[src/cpuPkg.sv]
package cpuPkg;

  ////////////////////
  // Widths
  ////////////////////
  localparam int instW   = 16;
  localparam int dataW   = 16;
  localparam int regIdxW = 3;

  typedef logic [regIdxW-1:0] regIdxT;
  typedef logic [dataW-1:0]   dataT;
  typedef logic [instW-1:0]   instT;

  // Kept opcodes only, anything else decodes as NOP
  typedef enum logic [4:0] {
    opNop   = 5'b00000,
    opHalt  = 5'b00001,
    opLoad  = 5'b00010,
    opStore = 5'b00011,
    opAdd   = 5'b10000,
    opAddi  = 5'b10001,
    opSub   = 5'b10011,
    opSubi  = 5'b10100,
    opInc   = 5'b10110,
    opLdil  = 5'b10111,
    opLdih  = 5'b11000,
    opXor   = 5'b11001,
    opAnd   = 5'b11010,
    opOr    = 5'b11011,
    opSll   = 5'b11100,
    opSla   = 5'b11101,
    opSrl   = 5'b11110,
    opSra   = 5'b11111
  } opcodeT;

  typedef enum logic [3:0] {
    aluAdd, aluSub, aluInc,
    aluXor, aluAnd, aluOr,
    aluSll, aluSla, aluSrl, aluSra,
    aluPassB  // immediate loads
  } aluOpT;

  ////////////////////
  // Instruction fields
  ////////////////////
  function automatic opcodeT opcodeOf(input instT i);
    return opcodeT'(i[15:11]);
  endfunction

  function automatic regIdxT r1Of(input instT i);
    return i[10:8];
  endfunction

  function automatic regIdxT r2Of(input instT i);
    return i[6:4];
  endfunction

  function automatic regIdxT r3Of(input instT i);
    return i[2:0];
  endfunction

  function automatic logic [3:0] val2Of(input instT i);
    return i[7:4];
  endfunction

  function automatic logic [3:0] val3Of(input instT i);
    return i[3:0];
  endfunction

endpackage

[src/fetchStage.sv]
`timescale 1ns/1ps

module fetchStage #(
  parameter int pcW = 8
) (
  input  logic               CLK,
  input  logic               RST,
  input  logic               en,
  input  logic               start,
  input  logic               stall,
  input  logic               haltSeen,
  input  logic               wbHalt,
  input  cpuPkg::instT       inst,
  output logic [pcW-1:0]     instAddr,
  output cpuPkg::instT       idInst,
  output logic               run
);

  typedef enum logic {sIdle, sExec} stateT;

  localparam cpuPkg::instT nopInst = {cpuPkg::opNop, 11'b0};

  stateT          state;
  stateT          nextState;
  logic [pcW-1:0] pc;

  assign run      = (state == sExec);
  assign instAddr = pc;

  ////////////////////
  // Run / idle control
  ////////////////////
  always_comb begin
    nextState = state;
    case (state)
      sIdle: begin
        if (en && start) begin
          nextState = sExec;
        end
      end
      sExec: begin
        // Pause on enable drop, stop once halt retires
        if (!en || wbHalt) begin
          nextState = sIdle;
        end
      end
      default: nextState = sIdle;
    endcase
  end

  ////////////////////
  // Program counter and fetch register
  ////////////////////
  always_ff @(posedge CLK or posedge RST) begin
    if (RST) begin
      state  <= sIdle;
      pc     <= '0;
      idInst <= nopInst;
    end else begin
      state <= nextState;
      if (run) begin
        if (!stall && !haltSeen) begin
          pc <= pc + 1'b1;
        end
        if (haltSeen) begin
          idInst <= nopInst;  // Nothing past HALT
        end else if (!stall) begin
          idInst <= inst;
        end
      end
    end
  end

endmodule

[src/decodeStage.sv]
`timescale 1ns/1ps

module decodeStage (
  input  logic            CLK,
  input  logic            RST,
  input  logic            run,
  input  cpuPkg::instT    idInst,
  input  cpuPkg::dataT    rd1,
  input  cpuPkg::dataT    rd2,
  input  cpuPkg::dataT    rd3,
  output cpuPkg::regIdxT  rs1,
  output cpuPkg::regIdxT  rs2,
  output cpuPkg::regIdxT  rs3,
  input  cpuPkg::dataT    aluOut,
  input  cpuPkg::dataT    mrResult,
  input  cpuPkg::dataT    dataIn,
  input  cpuPkg::dataT    wbData,
  input  cpuPkg::regIdxT  mrDest,
  input  cpuPkg::regIdxT  wbDest,
  input  logic            mrWrites,
  input  logic            mrLoad,
  input  logic            wbWrites,
  output logic            stall,
  output logic            haltSeen,
  output cpuPkg::aluOpT   exOp,
  output cpuPkg::dataT    exA,
  output cpuPkg::dataT    exB,
  output cpuPkg::dataT    exStoreData,
  output cpuPkg::regIdxT  exDest,
  output logic            exWrites,
  output logic            exLoad,
  output logic            exStore,
  output logic            exHalt
);

  cpuPkg::aluOpT dOp;
  cpuPkg::dataT  dA, dB, dSd;
  cpuPkg::dataT  v1, v2, v3;
  logic          dWrites, dLoad, dStore, dHalt;
  logic          useR1, useR2, useR3;
  logic          haltReg;
  logic [7:0]    imm;

  assign rs1 = cpuPkg::r1Of(idInst);
  assign rs2 = cpuPkg::r2Of(idInst);
  assign rs3 = cpuPkg::r3Of(idInst);
  assign imm = {cpuPkg::val2Of(idInst), cpuPkg::val3Of(idInst)};

  // Newest producer wins
  function automatic cpuPkg::dataT fwd(input cpuPkg::regIdxT src, input cpuPkg::dataT rfVal);
    if (exWrites && !exLoad && exDest == src) begin
      return aluOut;
    end else if (mrWrites && mrDest == src) begin
      return mrLoad ? dataIn : mrResult;
    end else if (wbWrites && wbDest == src) begin
      return wbData;  // Covers same-cycle register write
    end
    return rfVal;
  endfunction

  assign v1 = fwd(rs1, rd1);
  assign v2 = fwd(rs2, rd2);
  assign v3 = fwd(rs3, rd3);

  ////////////////////
  // Opcode decode
  ////////////////////
  always_comb begin
    dOp = cpuPkg::aluAdd;
    dA = v2;
    dB = v3;
    dSd = v1;
    {dWrites, dLoad, dStore, dHalt} = 4'b0000;
    {useR1, useR2, useR3} = 3'b000;
    case (cpuPkg::opcodeOf(idInst))
      cpuPkg::opHalt: dHalt = 1'b1;
      cpuPkg::opLoad, cpuPkg::opStore: begin
        dB = cpuPkg::dataT'(cpuPkg::val3Of(idInst));  // Base plus offset
        useR2 = 1'b1;
        dLoad = (cpuPkg::opcodeOf(idInst) == cpuPkg::opLoad);
        dStore = !dLoad;
        dWrites = dLoad;
        useR1 = dStore;  // Store data
      end
      cpuPkg::opAddi, cpuPkg::opSubi: begin
        dOp = (cpuPkg::opcodeOf(idInst) == cpuPkg::opAddi) ? cpuPkg::aluAdd : cpuPkg::aluSub;
        dA = v1;
        dB = cpuPkg::dataT'(imm);
        {useR1, dWrites} = 2'b11;
      end
      cpuPkg::opInc: {dOp, useR2, dWrites} = {cpuPkg::aluInc, 2'b11};
      cpuPkg::opLdil: begin
        dOp = cpuPkg::aluPassB;
        dB = cpuPkg::dataT'(imm);
        dWrites = 1'b1;
      end
      cpuPkg::opLdih: begin
        dOp = cpuPkg::aluPassB;
        dB = {imm, 8'h00};
        dWrites = 1'b1;
      end
      cpuPkg::opAdd: {dOp, useR2, useR3, dWrites} = {cpuPkg::aluAdd, 3'b111};
      cpuPkg::opSub: {dOp, useR2, useR3, dWrites} = {cpuPkg::aluSub, 3'b111};
      cpuPkg::opXor: {dOp, useR2, useR3, dWrites} = {cpuPkg::aluXor, 3'b111};
      cpuPkg::opAnd: {dOp, useR2, useR3, dWrites} = {cpuPkg::aluAnd, 3'b111};
      cpuPkg::opOr:  {dOp, useR2, useR3, dWrites} = {cpuPkg::aluOr, 3'b111};
      cpuPkg::opSll: {dOp, useR2, useR3, dWrites} = {cpuPkg::aluSll, 3'b111};
      cpuPkg::opSla: {dOp, useR2, useR3, dWrites} = {cpuPkg::aluSla, 3'b111};
      cpuPkg::opSrl: {dOp, useR2, useR3, dWrites} = {cpuPkg::aluSrl, 3'b111};
      cpuPkg::opSra: {dOp, useR2, useR3, dWrites} = {cpuPkg::aluSra, 3'b111};
      default: ;  // Unsupported opcodes act as NOP
    endcase
  end

  // Load in execute feeding a source register here
  assign stall = exLoad && ((useR1 && exDest == rs1) || (useR2 && exDest == rs2) ||
                            (useR3 && exDest == rs3));
  assign haltSeen = haltReg || dHalt;

  always_ff @(posedge CLK or posedge RST) begin
    if (RST) begin
      exOp <= cpuPkg::aluAdd;
      {exWrites, exLoad, exStore, exHalt} <= 4'b0000;
      haltReg <= 1'b0;
    end else if (run) begin
      exOp <= dOp;
      exWrites <= dWrites && !stall;  // Bubble on interlock
      exLoad <= dLoad && !stall;
      exStore <= dStore && !stall;
      exHalt <= dHalt;
      if (dHalt) begin
        haltReg <= 1'b1;
      end
    end
  end

  always_ff @(posedge CLK) begin
    if (run) begin
      exA <= dA;
      exB <= dB;
      exStoreData <= dSd;
      exDest <= rs1;  // Always r1
    end
  end

endmodule

[src/regFile.sv]
`timescale 1ns/1ps

module regFile (
  input  logic            CLK,
  input  logic            RST,
  input  logic            we,
  input  cpuPkg::regIdxT  wa,
  input  cpuPkg::regIdxT  ra1,
  input  cpuPkg::regIdxT  ra2,
  input  cpuPkg::regIdxT  ra3,
  input  cpuPkg::dataT    wd,
  output cpuPkg::dataT    q1,
  output cpuPkg::dataT    q2,
  output cpuPkg::dataT    q3
);

  cpuPkg::dataT regs [8];

  always_ff @(posedge CLK or posedge RST) begin
    if (RST) begin
      for (int i = 0; i < 8; i++) begin
        regs[i] <= '0;
      end
    end else if (we) begin
      regs[wa] <= wd;
    end
  end

  // Reads see the value before this cycle's write
  assign q1 = regs[ra1];
  assign q2 = regs[ra2];
  assign q3 = regs[ra3];

endmodule

[src/executeStage.sv]
`timescale 1ns/1ps

module executeStage #(
  parameter int pcW = 8
) (
  input  logic            CLK,
  input  logic            RST,
  input  logic            run,
  input  cpuPkg::aluOpT   exOp,
  input  cpuPkg::dataT    exA,
  input  cpuPkg::dataT    exB,
  input  cpuPkg::dataT    exStoreData,
  input  cpuPkg::regIdxT  exDest,
  input  logic            exWrites,
  input  logic            exLoad,
  input  logic            exStore,
  input  logic            exHalt,
  output cpuPkg::dataT    aluOut,
  output cpuPkg::dataT    mrResult,
  output cpuPkg::regIdxT  mrDest,
  output logic            mrWrites,
  output logic            mrLoad,
  output logic            mrHalt,
  output logic [pcW-1:0]  dataAddr,
  output logic            dataWe,
  output cpuPkg::dataT    dataOut
);

  cpuPkg::dataT mrStoreData;
  logic         mrStore;
  logic [3:0]   shamt;

  assign shamt = exB[3:0];

  ////////////////////
  // ALU
  ////////////////////
  always_comb begin
    case (exOp)
      cpuPkg::aluAdd:   aluOut = exA + exB;  // Also load/store address
      cpuPkg::aluSub:   aluOut = exA - exB;
      cpuPkg::aluInc:   aluOut = exA + 16'd1;
      cpuPkg::aluXor:   aluOut = exA ^ exB;
      cpuPkg::aluAnd:   aluOut = exA & exB;
      cpuPkg::aluOr:    aluOut = exA | exB;
      cpuPkg::aluSll,
      cpuPkg::aluSla:   aluOut = exA << shamt;
      cpuPkg::aluSrl:   aluOut = exA >> shamt;
      cpuPkg::aluSra:   aluOut = cpuPkg::dataT'($signed(exA) >>> shamt);
      cpuPkg::aluPassB: aluOut = exB;
      default:          aluOut = exB;
    endcase
  end

  ////////////////////
  // Execute to memory registers
  ////////////////////
  always_ff @(posedge CLK or posedge RST) begin
    if (RST) begin
      {mrWrites, mrLoad, mrStore, mrHalt} <= 4'b0000;
    end else if (run) begin
      mrWrites <= exWrites;
      mrLoad <= exLoad;
      mrStore <= exStore;
      mrHalt <= exHalt;
    end
  end

  always_ff @(posedge CLK) begin
    if (run) begin
      mrResult <= aluOut;
      mrDest <= exDest;
      mrStoreData <= exStoreData;
    end
  end

  // Data memory port
  assign dataAddr = mrResult[pcW-1:0];
  assign dataWe   = mrStore && run;  // No writes while paused
  assign dataOut  = mrStoreData;

endmodule

[src/memAccessStage.sv]
`timescale 1ns/1ps

module memAccessStage (
  input  logic            CLK,
  input  logic            RST,
  input  logic            run,
  input  cpuPkg::dataT    mrResult,
  input  cpuPkg::dataT    dataIn,
  input  cpuPkg::regIdxT  mrDest,
  input  logic            mrWrites,
  input  logic            mrLoad,
  input  logic            mrHalt,
  output cpuPkg::dataT    wbData,
  output cpuPkg::regIdxT  wbDest,
  output logic            wbWrites,
  output logic            wbHalt
);

  always_ff @(posedge CLK or posedge RST) begin
    if (RST) begin
      wbWrites <= 1'b0;
      wbHalt <= 1'b0;
    end else if (run) begin
      wbWrites <= mrWrites;
      wbHalt <= mrHalt;  // Ends the run one cycle on
    end
  end

  // Loaded word or ALU result
  always_ff @(posedge CLK) begin
    if (run) begin
      wbData <= mrLoad ? dataIn : mrResult;
      wbDest <= mrDest;
    end
  end

endmodule

[src/cpuCore.sv]
`timescale 1ns/1ps

module cpuCore #(
  parameter int pcW = 8
) (
  input  logic            CLK,
  input  logic            RST,
  input  logic            en,
  input  logic            start,
  output logic [pcW-1:0]  instAddr,
  input  cpuPkg::instT    inst,
  output logic [pcW-1:0]  dataAddr,
  output logic            dataWe,
  output cpuPkg::dataT    dataOut,
  input  cpuPkg::dataT    dataIn,
  output logic            running
);

  logic            run, stall, haltSeen;
  cpuPkg::instT    idInst;
  cpuPkg::regIdxT  rs1, rs2, rs3;
  cpuPkg::dataT    rd1, rd2, rd3;
  cpuPkg::aluOpT   exOp;
  cpuPkg::dataT    exA, exB, exStoreData;
  cpuPkg::regIdxT  exDest;
  logic            exWrites, exLoad, exStore, exHalt;
  cpuPkg::dataT    aluOut, mrResult, wbData;
  cpuPkg::regIdxT  mrDest, wbDest;
  logic            mrWrites, mrLoad, mrHalt;
  logic            wbWrites, wbHalt;

  assign running = run;

  fetchStage #(.pcW(pcW)) uFetch (
    .CLK, .RST, .en, .start, .stall, .haltSeen, .wbHalt,
    .inst, .instAddr, .idInst, .run
  );

  decodeStage uDecode (
    .CLK, .RST, .run, .idInst, .rd1, .rd2, .rd3, .rs1, .rs2, .rs3,
    .aluOut, .mrResult, .dataIn, .wbData, .mrDest, .wbDest,
    .mrWrites, .mrLoad, .wbWrites, .stall, .haltSeen,
    .exOp, .exA, .exB, .exStoreData, .exDest,
    .exWrites, .exLoad, .exStore, .exHalt
  );

  // Write-back port
  regFile uRegs (
    .CLK, .RST, .we(wbWrites && run), .wa(wbDest),
    .ra1(rs1), .ra2(rs2), .ra3(rs3), .wd(wbData),
    .q1(rd1), .q2(rd2), .q3(rd3)
  );

  executeStage #(.pcW(pcW)) uExecute (
    .CLK, .RST, .run, .exOp, .exA, .exB, .exStoreData, .exDest,
    .exWrites, .exLoad, .exStore, .exHalt, .aluOut, .mrResult, .mrDest,
    .mrWrites, .mrLoad, .mrHalt, .dataAddr, .dataWe, .dataOut
  );

  memAccessStage uMemAccess (
    .CLK, .RST, .run, .mrResult, .dataIn, .mrDest, .mrWrites, .mrLoad,
    .mrHalt, .wbData, .wbDest, .wbWrites, .wbHalt
  );

endmodule

[config.mk]
export PLATFORM = sky130hd
export DESIGN_NAME = cpuCore
export DESIGN_NICKNAME = d
export VERILOG_FILES = /design/src/cpuPkg.sv /design/src/fetchStage.sv /design/src/decodeStage.sv /design/src/regFile.sv /design/src/executeStage.sv /design/src/memAccessStage.sv /design/src/cpuCore.sv
export SDC_FILE = /design/constraint.sdc
export NUM_CORES = 1
export LEC_CHECK = 0
export ABC_AREA = 1
export BUFFER_PORTS_ARGS = -buffer_cell sky130_fd_sc_hd__buf_2
export CAP_MARGIN = 20
export CORE_MARGIN = 5
export CORE_UTILIZATION = 30
export DETAILED_ROUTE_END_ITERATION = 12
export PLACE_DENSITY_LB_ADDON = 0.2
export SETUP_SLACK_MARGIN = 0.1
export SKIP_LAST_GASP = 1
export SLEW_MARGIN = 20
export SYNTH_ARGS = -nofsm -noshare
export SYNTH_HDL_FRONTEND = slang
export SYNTH_HIERARCHICAL = 1
export SYNTH_SLANG_ARGS = --single-unit
[constraint.sdc]
create_clock -name CLK -period 5.1 [get_ports CLK]
set_clock_uncertainty 0.15 [all_clocks]
set_input_delay 0.255 -clock CLK [delete_from_list [all_inputs] [get_ports CLK]]
set_output_delay 0.255 -clock CLK [all_outputs]
set_load 0.01 [all_outputs]
==> metrics.md <==
| Metric | Value |
|---|---|
| Worst R2R Path Depth | 23 |
| Asr flop ratio synth | 61.5% |
| Fin. max-slew vios | 0 |
| Vias in the first global route | 20.8k |
| Area of the multi-input gates | roughly 12000 sq um |
| Synth Net Count | 3420 |
| Syn Inst Count | roughly 3.3k |
| Number of top-level pins | 70 |
| CTS sink count | 273 |
| Yosys cell types | 60 |
| Largest cells by area after synthesis | nand2_1, dfrtp_1, edfxtp_1 |
| Metal2 WL | 38.5 mm |
| Final Cycle Share | 84.3% |
| Yosys warning count | 6 |
| FP Rows | slightly below 100 |
| Max H-tree Level | 2 |
| IO Port Bufs | 69 |
| Clock buffer depth | 3 |
| PwrDens | 680 nW/um^2 |
| Sw frac | between 50% and 60% |
| Mean routed wirelength per cell | 20.4 microns |
| Overall power | 0.0163 W |
| Worst-path clk slew | approximately 0.060 ns |
| Grt ovf | 0 |
| HPWL Detailed | 59.9 mm |
| Final-report hold violation count | 0 |
| Initial antenna violation count | 2 |
| Final WL | 88.1 mm |
| Most used DFF post-synth | dfrtp_1 |
| Worst path required time | about 5.4 ns |
| Via count | between 20k and 25k |
| Max Freq | 232 MHz |
| Die Height | 278 microns |
| Number of flops mapped to enable cells by yosys | 105 |
| Tightest Pin Transition | just under 1 ns |
| Status | complete, no violations |
| Synth area leader | nand2_1 |
| Routed Antenna Nets | 0 |
| Crit start category | flip-flop |
| Logic pwr share | 56.9% |
| Placeable Area | 71200 sq um |
| CTS tree | built |
| Maxcap violations | 0 |
| Worst-path maximum fanout | 22 |
| DIE AREA | 77100 sq um |
| RD Place Congestion | 0.921 |
| Reg-to-reg slack, setup | 0.80 ns |
| Most frequent cells in the layout | nand2_1, nand3_1, inv_1 |
| Endpoints failing setup | 0 |
| Setup CP Type | flip-flop to flip-flop |
| Layout cell share with drive strength beyond 1 | 8.48% |
| # diodes | 0 |
| Switching power | 0.00857 W |
| Inst Count DP | 4204 |
| Final routed DRC violation total | 0 |
| Synth top area share | 22.8% |
| Synth Cell Area | about 21000 sq um |
| Lkg Pwr | 12.3 nW |
| Seq pwr share | 26.8% |
| Pint | 0.00770 W |
| DR vias/cell | between 5 and 6 |
| Clock Power Share | 16.4% |
| Largest net degree at the start of global routing | 129 |
| Initial core utilization | a little under a third |
| Commonest non-fill, non-tap cell in the layout | nand2_1 |
| Top routing layer in use | met4 |
| Crit end category | flip-flop |
| Relative slew slack | 34.7% |
| Setup TNS | 0 ns |
| Non-Filler Instances | 4310 |
| FILL cells | 7895 |
| Die X | 278 microns |
| Final Util | 33.6% |
| Shortest period the worst path allows | 4.30 ns |
| Sequential-to-total area share from yosys stat | between 30 and 40% |
| CTS buffer count | 38 |
| Fin Hold WS | about 0.084 ns |
| RR Endpoint | uDecode/exA[13]$_DFFE_PP_ |
| Detailed Routing Iterations Pass 1 | 6 |
| Nets | 3422 |
| Worst flop-to-flop path startpoint | uDecode/exB[1]$_DFFE_PP_ |
| Register area | 7370 sq um |
| First-pass GRT wire length | 133 mm |
| Avg Cell Area, Syn | 6.46 sq um |
| VDD IR-drop max | 0.000266 V |
| CP arrival | about 4.6 ns |
| Wire length on met1 | roughly 40 mm |
| Worst hold path type | input port to asynchronous set/reset pin |
| Worst skew pair latency | between 0.5 and 0.6 ns |
| RSZ-0062 raised after global routing | false |
| GRT Total Usage | 22.0% |
| Clk root buf | clkbuf_16 |
| Post_cts resized | 0 |
| #FFs+latches synth | 273 |
| Synth-to-Final Area Change | 11.4% |
| DRT iter0 DRCs | 2259 |
| Met3 WL | just over 7 mm |
## final cells by class
type	count	area share [%]
Timing Repair Buffer	146	4.37
Clock buffer	49	4.36
Multi-Input combinational cell	2452	48.2
Tap cell	950	4.96
Clock inverter	20	0.737
Inverter	420	6.62
Sequential cell	273	30.8
## logic make-up after synthesis
group | after synthesis | share of synthesized area (%)
AND/OR/NAND/NOR | 2030 | 40.7
buffers and inverters | 604 | 12.1
AO/OA/AOI/OAI | 350 | 8.95
flip-flops | 273 | 34.2
adder cells (fa/ha/maj) | 55 | 3.24
XOR/XNOR | 11 | 0.448
multiplexers | 6 | 0.303
## power by group through the flow
stage | Sequential, W | Combinational, W | Clock [W]
after floorplan | 0.00393 | 0.00646 | 0
after global placement | 0.00437 | 0.00906 | 0
after detailed placement | 0.00437 | 0.00901 | 0
after CTS | 0.00434 | 0.00907 | 0.00275
after global routing | 0.00445 | 0.0103 | 0.00282
final | 0.00436 | 0.00926 | 0.00267
## cell usage after synthesis (2+ instances only)
cell and number:
inv_1 391, nand2_1 1305, a21o_1 4, o21a_1 6, o211ai_1 5, nand3b_1 16
and2_1 17, o21bai_1 3, a22o_1 6, o21ai_0 192, o21ai_1 49, nor2_4 10
mux2_2 4, nor3_1 10, o22ai_1 2, xnor2_1 5, nand4_1 41, clkbuf_1 49
nand3_2 2, a31oi_1 6, inv_2 27, nand3_1 474, a221oi_1 3, buf_6 14
a21oi_1 51, or2_2 9, o2111ai_1 3, o21ai_2 12, nand2_2 15, nand2_4 5
buf_2 85, nand3_4 2, clkbuf_2 3, o221ai_1 2, xor2_1 6, edfxtp_1 105
mux2i_1 2, ha_1 54, nor2_1 100, buf_4 27, buf_1 5, dfrtp_1 168
nor2_2 17
## worst max-delay path, stage by stage, from the launching register on
cell and delay (ns):
edfxtp_1 0.83, inv_2 0.08, ha_1 0.21, inv_1 0.08, nor3_2 0.05, nand2_1 0.13
nor2_2 0.06, nor2_1 0.11, o21ai_0 0.09, a21oi_1 0.19, ha_1 0.33, nand2_1 0.10
nand2_1 0.06, a31oi_1 0.25, inv_1 0.08, a21oi_1 0.21, nand2_1 0.08, nand2_1 0.06
nand3_1 0.07, a21oi_1 0.55, nand3_1 0.14, nand3_1 0.12, nand3_1 0.09, nand2_1 0.09
## flip-flops by register name, indices dropped and copies added (netlist names), 16 cells and up
name,flops
uExecute/mrResult,16
uFetch/idInst,16
uMemAccess/wbData,16
uExecute/dataOut,16
uDecode/exB,16
uRegs/regs,128
uDecode/exA,16
uDecode/exStoreData,16
## through the flow
step	instance area (sq um)	setup slack (ns)
2_1_floorplan	21500	1.03
5_1_grt	23900	0.431
3_3_place_gp	22300	0.823
6_report	23900	0.798
3_5_place_dp	22300	0.864
4_1_cts	23900	0.872
## what timing repair did
item / CTS / global route
hold buffers: 36 / 0
endpoints found under the hold margin: 201 / 0
buffers inserted: 0 / 0
## worst max-delay path by stage
| stage | slack [ns] | startpoint | endpoint |
|---|---|---|---|
| 6_report | 0.80 | uDecode/exB[1]$_DFFE_PP_ | uDecode/exA[13]$_DFFE_PP_ |
| 5_1_grt | 0.43 | uDecode/exB[1]$_DFFE_PP_ | uDecode/exA[13]$_DFFE_PP_ |
| 4_1_cts | 0.87 | uDecode/exB[1]$_DFFE_PP_ | uDecode/exA[10]$_DFFE_PP_ |
| 3_5_place_dp | 0.86 | uDecode/exB[1]$_DFFE_PP_ | uDecode/exA[10]$_DFFE_PP_ |
| 3_3_place_gp | 0.82 | uDecode/exB[1]$_DFFE_PP_ | uDecode/exA[10]$_DFFE_PP_ |
| 2_1_floorplan | 1.03 | uFetch/run$_DFF_PP0_ | uFetch/instAddr[5]$_DFFE_PP0P_ |
## per-layer routing
layer	vias to the layer above	global-route usage, %
li1	10600	-
met1	10300	31.7
met2	982	34.1
met3	165	3.71
met4	0	6.24
met5	-	0
(Power assumes the default switching activity.)
